==> config.mk <==
export PLATFORM = sky130hd
export DESIGN_NAME = spriteLayer
export DESIGN_NICKNAME = d
export VERILOG_FILES = /design/src/verilog/spritePkg.sv /design/src/verilog/spriteCfgIf.sv /design/src/verilog/enemyAttack.sv /design/src/verilog/spriteComposer.sv /design/src/verilog/spriteLayer.sv /design/src/verilog/spriteRegs.sv
export VERILOG_INCLUDE_DIRS = /design/src /design/src/verilog
export SDC_FILE = /design/constraint.sdc
export NUM_CORES = 2
export LEC_CHECK = 0
export BUFFER_PORTS_ARGS = -buffer_cell sky130_fd_sc_hd__buf_4
export CELL_PAD_IN_SITES_DETAIL_PLACEMENT = 1
export CELL_PAD_IN_SITES_GLOBAL_PLACEMENT = 2
export CORE_AREA = 2 2 498 500
export DETAILED_ROUTE_END_ITERATION = 10
export DIE_AREA = 0 0 500 502
export PLACE_DENSITY_LB_ADDON = 0.25
export SLEW_MARGIN = 15
export SYNTH_ARGS = -nofsm -noshare
export SYNTH_HDL_FRONTEND = slang
export SYNTH_HIERARCHICAL = 1
export SYNTH_SLANG_ARGS = --single-unit
==> constraint.sdc <==
create_clock -name Clk -period 5.66 [get_ports Clk]
set_input_delay 0 -clock Clk [delete_from_list [all_inputs] [get_ports Clk]]
set_output_delay 0 -clock Clk [all_outputs]
set_load 0.01 [all_outputs]
==> src/verilog/spriteLayer_defs.svh <==
`ifndef SPRITE_LAYER_DEFS_SVH
`define SPRITE_LAYER_DEFS_SVH

// Sprite geometry in pixels
`define SPRITE_W 18
`define SPRITE_H 20
`define SPRITE_DEPTH 360
`define SPRITE_ADDR_W 9

// Cooldown cycle runs 0..COOLDOWN
`define COOLDOWN 10
`define CNT_W 5

`define COORD_W 9
`define COLOR_W 4

// Wishbone word addressing
`define WB_ADR_W 10
`define WB_DAT_W 32
`define REG_POS 0
`define REG_CTRL 1
`define SPRITE_BASE 512

`endif

==> src/verilog/spritePkg.sv <==
`default_nettype none

`include "spriteLayer_defs.svh"

package spritePkg;

    // Position view, x in the low half and y in the high half
    typedef struct packed {
        logic [15-`COORD_W:0] padY;
        logic [`COORD_W-1:0]  y;
        logic [15-`COORD_W:0] padX;
        logic [`COORD_W-1:0]  x;
    } posView;

    // Control view
    typedef struct packed {
        logic [27-`COLOR_W:0] spare;
        logic [`COLOR_W-1:0]  bgColor;
        logic [2:0]           rsvd;
        logic                 ready;
    } ctrlView;

    typedef union packed {
        posView  pos;
        ctrlView ctrl;
    } regWord;

endpackage

`default_nettype wire

==> src/verilog/spriteCfgIf.sv <==
`default_nettype none

`include "spriteLayer_defs.svh"

interface spriteCfgIf;

    logic [`COORD_W-1:0]       playerX;
    logic [`COORD_W-1:0]       playerY;
    logic                      attackReady;
    logic [`COLOR_W-1:0]       bgColor;

    // Sprite memory write port
    logic                      memWe;
    logic [`SPRITE_ADDR_W-1:0] memAddr;
    logic [`COLOR_W-1:0]       memData;

    modport regs (
        output playerX, playerY, attackReady, bgColor,
        output memWe, memAddr, memData
    );

    modport attack (
        input playerX, playerY, attackReady
    );

    modport composer (
        input bgColor, memWe, memAddr, memData
    );

endinterface

`default_nettype wire

==> src/verilog/enemyAttack.sv <==
`default_nettype none

`include "spriteLayer_defs.svh"

module enemyAttack (
    input  wire logic                       Clk,
    input  wire logic                       arstN,
    input  wire logic                       frameTick,
    input  wire logic [`COORD_W-1:0]        pixelX,
    input  wire logic [`COORD_W-1:0]        pixelY,
    spriteCfgIf.attack                      cfg,
    output logic                            isObj,
    output logic      [`SPRITE_ADDR_W-1:0]  objAddress,
    output logic                            objOn
);

    localparam int AddrW = `SPRITE_ADDR_W;
    localparam int WideW = `COORD_W + 1;
    localparam logic [`CNT_W-1:0] CoolLast = `COOLDOWN;

    logic [`CNT_W-1:0]   coolCnt;
    logic [WideW-1:0]    boxRight;
    logic [WideW-1:0]    boxBottom;
    logic [`COORD_W-1:0] offX;
    logic [`COORD_W-1:0] offY;
    logic                inX;
    logic                inY;

    // ************************************************************************
    // Cooldown counter
    // ************************************************************************

    // Parked at COOLDOWN while attack is off, so it shows right away
    always_ff @(posedge Clk or negedge arstN) begin
        if (!arstN) begin
            coolCnt <= '0;
        end else if (!cfg.attackReady) begin
            coolCnt <= CoolLast;
        end else if (frameTick) begin
            if (coolCnt == CoolLast) begin
                coolCnt <= '0;
            end else begin
                coolCnt <= coolCnt + 1'b1;
            end
        end
    end

    assign objOn = (coolCnt == CoolLast) && cfg.attackReady;

    // ************************************************************************
    // Hit test
    // ************************************************************************

    // One extra bit keeps the box edge from wrapping near the screen edge
    assign boxRight  = {1'b0, cfg.playerX} + WideW'(`SPRITE_W - 1);
    assign boxBottom = {1'b0, cfg.playerY} + WideW'(`SPRITE_H - 1);

    assign inX = (pixelX >= cfg.playerX) && ({1'b0, pixelX} <= boxRight);
    assign inY = (pixelY >= cfg.playerY) && ({1'b0, pixelY} <= boxBottom);

    assign offX = pixelX - cfg.playerX;
    assign offY = pixelY - cfg.playerY;

    assign isObj = inX && inY && objOn;

    always_comb begin
        objAddress = '0;
        if (isObj) begin
            objAddress = AddrW'(offX) + AddrW'(offY) * AddrW'(`SPRITE_W);
        end
    end

    addrInRange: assert property (@(posedge Clk) disable iff (!arstN)
        isObj |-> (objAddress < AddrW'(`SPRITE_DEPTH)));

endmodule

`default_nettype wire

==> src/verilog/spriteComposer.sv <==
`default_nettype none

`include "spriteLayer_defs.svh"

module spriteComposer (
    input  wire logic                       Clk,
    input  wire logic                       arstN,
    input  wire logic                       isObj,
    input  wire logic [`SPRITE_ADDR_W-1:0]  objAddress,
    spriteCfgIf.composer                    cfg,
    output logic      [`COLOR_W-1:0]        pixelColor
);

    localparam int AddrW = `SPRITE_ADDR_W;

    logic [`COLOR_W-1:0] spriteMem [`SPRITE_DEPTH];
    logic [`COLOR_W-1:0] objColor;
    logic                opaque;

    // ************************************************************************
    // Sprite bitmap
    // ************************************************************************

    always_ff @(posedge Clk) begin
        if (cfg.memWe) begin
            spriteMem[cfg.memAddr] <= cfg.memData;
        end
    end

    // Async read, the output register below gives the one cycle
    assign objColor = spriteMem[objAddress];

    // Colour 0 is see-through
    assign opaque = isObj && (objColor != '0);

    // ************************************************************************
    // Colour output
    // ************************************************************************

    always_ff @(posedge Clk or negedge arstN) begin
        if (!arstN) begin
            pixelColor <= '0;
        end else if (opaque) begin
            pixelColor <= objColor;
        end else begin
            pixelColor <= cfg.bgColor;
        end
    end

    // Decoder window must match the memory depth
    memWrInRange: assert property (@(posedge Clk) disable iff (!arstN)
        cfg.memWe |-> (cfg.memAddr < AddrW'(`SPRITE_DEPTH)));

endmodule

`default_nettype wire

==> src/verilog/spriteLayer.sv <==
`default_nettype none

`include "spriteLayer_defs.svh"

module spriteLayer (
    input  wire logic                   Clk,
    input  wire logic                   arstN,
    input  wire logic                   frameTick,
    input  wire logic [`COORD_W-1:0]    pixelX,
    input  wire logic [`COORD_W-1:0]    pixelY,
    output logic      [`COLOR_W-1:0]    pixelColor,
    output logic                        objOn,
    input  wire logic                   wbCyc,
    input  wire logic                   wbStb,
    input  wire logic                   wbWe,
    input  wire logic [`WB_ADR_W-1:0]   wbAdr,
    input  wire logic [`WB_DAT_W-1:0]   wbDatW,
    output logic      [`WB_DAT_W-1:0]   wbDatR,
    output logic                        wbAck
);

    logic                      isObj;
    logic [`SPRITE_ADDR_W-1:0] objAddress;

    spriteCfgIf cfg ();

    // Decode
    spriteRegs i_spriteRegs (
        .Clk    (Clk),
        .arstN  (arstN),
        .wbCyc  (wbCyc),
        .wbStb  (wbStb),
        .wbWe   (wbWe),
        .wbAdr  (wbAdr),
        .wbDatW (wbDatW),
        .wbDatR (wbDatR),
        .wbAck  (wbAck),
        .cfg    (cfg.regs)
    );

    // Execute
    enemyAttack i_enemyAttack (
        .Clk        (Clk),
        .arstN      (arstN),
        .frameTick  (frameTick),
        .pixelX     (pixelX),
        .pixelY     (pixelY),
        .cfg        (cfg.attack),
        .isObj      (isObj),
        .objAddress (objAddress),
        .objOn      (objOn)
    );

    // Result
    spriteComposer i_spriteComposer (
        .Clk        (Clk),
        .arstN      (arstN),
        .isObj      (isObj),
        .objAddress (objAddress),
        .cfg        (cfg.composer),
        .pixelColor (pixelColor)
    );

endmodule

`default_nettype wire

==> src/verilog/spriteRegs.sv <==
`default_nettype none

`include "spriteLayer_defs.svh"

module spriteRegs (
    input  wire logic                   Clk,
    input  wire logic                   arstN,
    input  wire logic                   wbCyc,
    input  wire logic                   wbStb,
    input  wire logic                   wbWe,
    input  wire logic [`WB_ADR_W-1:0]   wbAdr,
    input  wire logic [`WB_DAT_W-1:0]   wbDatW,
    output logic      [`WB_DAT_W-1:0]   wbDatR,
    output logic                        wbAck,
    spriteCfgIf.regs                    cfg
);

    import spritePkg::*;

    localparam logic [`WB_ADR_W-1:0] PosAdr    = `REG_POS;
    localparam logic [`WB_ADR_W-1:0] CtrlAdr   = `REG_CTRL;
    localparam logic [`WB_ADR_W-1:0] SprBase   = `SPRITE_BASE;
    localparam logic [`WB_ADR_W-1:0] SprEnd    = `SPRITE_BASE + `SPRITE_DEPTH;

    logic                 req;
    logic                 inSprite;
    logic [`WB_ADR_W-1:0] spriteOff;
    regWord               wrWord;
    regWord               rdWord;

    // ************************************************************************
    // Bus handshake
    // ************************************************************************

    // New request only while no ack is pending
    assign req = wbCyc && wbStb && !wbAck;

    always_ff @(posedge Clk or negedge arstN) begin
        if (!arstN) begin
            wbAck <= 1'b0;
        end else begin
            wbAck <= req;
        end
    end

    // ************************************************************************
    // Decode
    // ************************************************************************

    assign wrWord    = wbDatW;
    assign inSprite  = (wbAdr >= SprBase) && (wbAdr < SprEnd);
    assign spriteOff = wbAdr - SprBase;

    // Memory write lands on the acknowledging edge
    assign cfg.memWe   = req && wbWe && inSprite;
    assign cfg.memAddr = spriteOff[`SPRITE_ADDR_W-1:0];
    assign cfg.memData = wbDatW[`COLOR_W-1:0];

    always_ff @(posedge Clk or negedge arstN) begin
        if (!arstN) begin
            cfg.playerX     <= '0;
            cfg.playerY     <= '0;
            cfg.attackReady <= 1'b0;
            cfg.bgColor     <= '0;
        end else if (req && wbWe) begin
            if (wbAdr == PosAdr) begin
                cfg.playerX <= wrWord.pos.x;
                cfg.playerY <= wrWord.pos.y;
            end else if (wbAdr == CtrlAdr) begin
                cfg.attackReady <= wrWord.ctrl.ready;
                cfg.bgColor     <= wrWord.ctrl.bgColor;
            end
        end
    end

    // Sprite window and unmapped reads give zero
    always_comb begin
        rdWord = '0;
        if (wbAdr == PosAdr) begin
            rdWord.pos.x = cfg.playerX;
            rdWord.pos.y = cfg.playerY;
        end else if (wbAdr == CtrlAdr) begin
            rdWord.ctrl.ready   = cfg.attackReady;
            rdWord.ctrl.bgColor = cfg.bgColor;
        end
    end

    always_ff @(posedge Clk) begin
        if (req) begin
            wbDatR <= rdWord;
        end
    end

    ackSingle: assert property (@(posedge Clk) disable iff (!arstN)
        wbAck |=> !wbAck);

    ackFollowsReq: assert property (@(posedge Clk) disable iff (!arstN)
        wbAck |-> $past(wbCyc && wbStb));

endmodule

`default_nettype wire
==> run metrics <==
worst vdd ir 0.000246 V; Remaining Overflow, GRT 0; Mapped Area 61200 um^2; ANT nets after route 0; most common cell after layout, fill and taps aside edfxtp_1; nets 3945; Worst EP required 6.36 ns; Initial DRC Count 2799; initial antenna violation count 10; Syn Area/Cell 18.8 um^2; flop2flop setup slack -0.14 ns; WL/cell 27.7 um; most numerous cell on the critical path buf_12; pwr/cell area 309 nW/um^2; die area 251000 um^2; Sum Neg Setup Slack -0.411 ns; I/O pins 104; Yosys reg bits 1491; failing checks setup timing; CTS max path bufs 3; Routability Congestion 0.804; Leakage 23.6 nW; Clock Sink Count 1491; drt total wl 199000 um; CP max FO 7; unrepaired setup endpoints after global routing true; largest net degree at the start of global routing 181; Post-synth EDFFs 1458; Max Clock Freq 0.173 GHz; drt via density 4.64; vias 33300; Worst Path Arrival 6.50 ns; Synth Warn # 6; worst skew pair latency 0.82 ns; first-pass GRT wire length 280000 um; Die H 502 um; ratio of final minimum period to clock period 102%; max-slew violations 0; Async S/R FF share, synth 2.21%; largest area contributor in the netlist edfxtp_1; dpl hpwl 128000 um; Clock Skews 0.0237 ns; Slowest-stage cell, CP fa_1; top_reg_cell synth edfxtp_1; gr usage total 15.7%; CP cell instances ha_4 -> inv_2 -> fa_2 -> a21o_2 -> a21oi_4 -> xnor2_2 -> ha_1 -> ha_2 -> fa_2 -> fa_1 -> ha_4 -> xor2_2 -> nor3_4 -> buf_12 -> buf_12 -> nand2_1 -> buf_12 -> a21oi_1 -> buf_4 -> a211oi_2 -> or4_1 -> o311a_1 -> and2_4 -> a31o_1; Die W 500 um; Worst-Margin Slew 1.19 ns; Final Setup Violations 4; sequential share of the synthesized area 72.9%; drt pass-1 iters 5; Area contributors post-synth edfxtp_1 (72%), mux4_2 (13%), nor2_1 (2.4%); slew margin rel. 20.8%; Cells after Synth 3261; Final min period 5.80 ns; Final Hold Fails 0; Setup CP Type reg -> reg; Design Area, Final 75700 um^2; Final Util 30.9%; Startpoint Class register; Crit path max-delay family adder cells; number of distinct library cells after synthesis 88; Cell Rows 182; DRC viols 0; crit end category register; Final Worst Setup Slack -0.135 ns; Area Overhead vs Synth 23.8%; area post-placement 68500 um^2; Worst Path Buf+Inv 5; Inserted Clock Buffers 169; layout cell share with drive strength beyond 1 32.3%; H-tree levels 4; I/O Buffers 75; Max-cap violations 0; top-area cell type share of the netlist area 71.6%; most frequent cells in the layout edfxtp_1 (1458), buf_4 (431), nor2_1 (391), mux4_2 (344), clkbuf_16 (170); worst hold path type in -> reg; Clock Pin Slew Worst Setup and Hold Paths 0.06 ns; outcome finished with violations; Core Footprint 245000 um^2; vias in the first global route 35900; CP max stage delay 0.61 ns; Hold WS 0.0689 ns; CTS tree yes; initial core utilization 24.9%; root buffer cell clkbuf_16
[cell type report]
class	instances	area (um^2)
repair buffers	584	5630
multi-input cells	1522	15900
well taps	3220	4030
clock buffers	201	4370
inverters	47	176
fillers	24900	170000
flip-flops and latches	1491	44600
diodes	2	5.00
clock inverters	110	922
[synthesized netlist by cell type (all sizes together) (45+ instances only)]
library cell,n
mux4,344
inv,45
ha,54
nor2,398
nand2,86
a22oi,65
buf,119
clkbuf,95
edfxtp,1458
a21oi,50
mux2i,80
[kinds of logic (layout without fill, tap and decap cells)]
logic type | Yosys count | after routing | share of synthesized area, %
simple gates | 678 | 678 | 5.02
xor+xnor | 31 | 31 | 0.479
fa+ha+maj | 64 | 64 | 1.43
other cells | 1 | 16 | 0.00613
compound gates | 276 | 276 | 3.24
mux | 459 | 459 | 14.6
flops | 1491 | 1491 | 72.9
buf+inv | 261 | 942 | 2.26
[registers in the layout, summed over array words and instances (netlist names)]
signal and count:
i_spriteComposer/pixelColor 4, i_enemyAttack/coolCnt 5, i_spriteRegs/cfg.playerY 9, i_spriteRegs/wbDatR 18
i_spriteRegs/cfg.attackReady 1, i_spriteRegs/cfg.playerX 9, i_spriteRegs/cfg.bgColor 4, i_spriteComposer/spriteMem 1440
i_spriteRegs/wbAck 1
[repair_timing]
action	4_1_cts	5_1_grt
endpoints found under the setup margin	4	4
hold buffers	60	0
cloned	7	0
pin swaps	33	20
buffers inserted	34	4
gates resized for setup	127	25
endpoints found under the hold margin	569	0
[worst paths after layout]
kind / cells after the start / to / from
worst max register to register: 24 / i_spriteComposer/pixelColor[3]$_DFF_PN0_ / i_spriteRegs/cfg.playerY[0]$_DFFE_PN0P_
min in group asynchronous: 4 / i_enemyAttack/coolCnt[4]$_DFFE_PN0P_ / arstN
worst max-delay path: 24 / i_spriteComposer/pixelColor[3]$_DFF_PN0_ / i_spriteRegs/cfg.playerY[0]$_DFFE_PN0P_
worst min register to register: 1 / i_enemyAttack/coolCnt[3]$_DFFE_PN0P_ / i_enemyAttack/coolCnt[3]$_DFFE_PN0P_
max in group asynchronous: 4 / i_spriteComposer/pixelColor[2]$_DFF_PN0_ / arstN
worst min-delay path: 4 / i_enemyAttack/coolCnt[3]$_DFFE_PN0P_ / frameTick
[worst min-delay path: cells and delay by family]
| family | cells | cell delay, ns |
|---|---|---|
| buffers and inverters | 2 | 0.71 |
| AOI/OAI and AO/OA | 1 | 0.07 |
| and+or+nand+nor | 1 | 0.06 |
[where the power goes]
part / internal [W] / leakage, nW / total [W] / switching (W)
clock: 0.00603 / 2.57 / 0.0106 / 0.00459
combinational: 0.000230 / 7.46 / 0.000661 / 0.000430
sequential: 0.0121 / 13.6 / 0.0121 / 0.00000286
total: 0.0184 / 23.6 / 0.0234 / 0.00502
[layer usage]
metal  track usage, %  wire, um  up-vias
met3             3.67     12300      252
met4             4.58      5060        4
met1             21.3     88300    17900
met2             25.1     92700      929
met5            0.521       193        -
li1                 -         -    14300
[through the flow]
stage / power [W] / std cells / setup WS, ns
final: 0.0234 / 7177 / -0.135
after floorplan: 0.0127 / 3274 / 0.104
after detailed placement: 0.0129 / 6762 / -0.862
after global routing: 0.0242 / 7176 / -0.339
after global placement: 0.0129 / 6762 / -0.752
after CTS: 0.0237 / 7171 / -0.164
No activity file was read; power rests on OpenSTA's default activity.
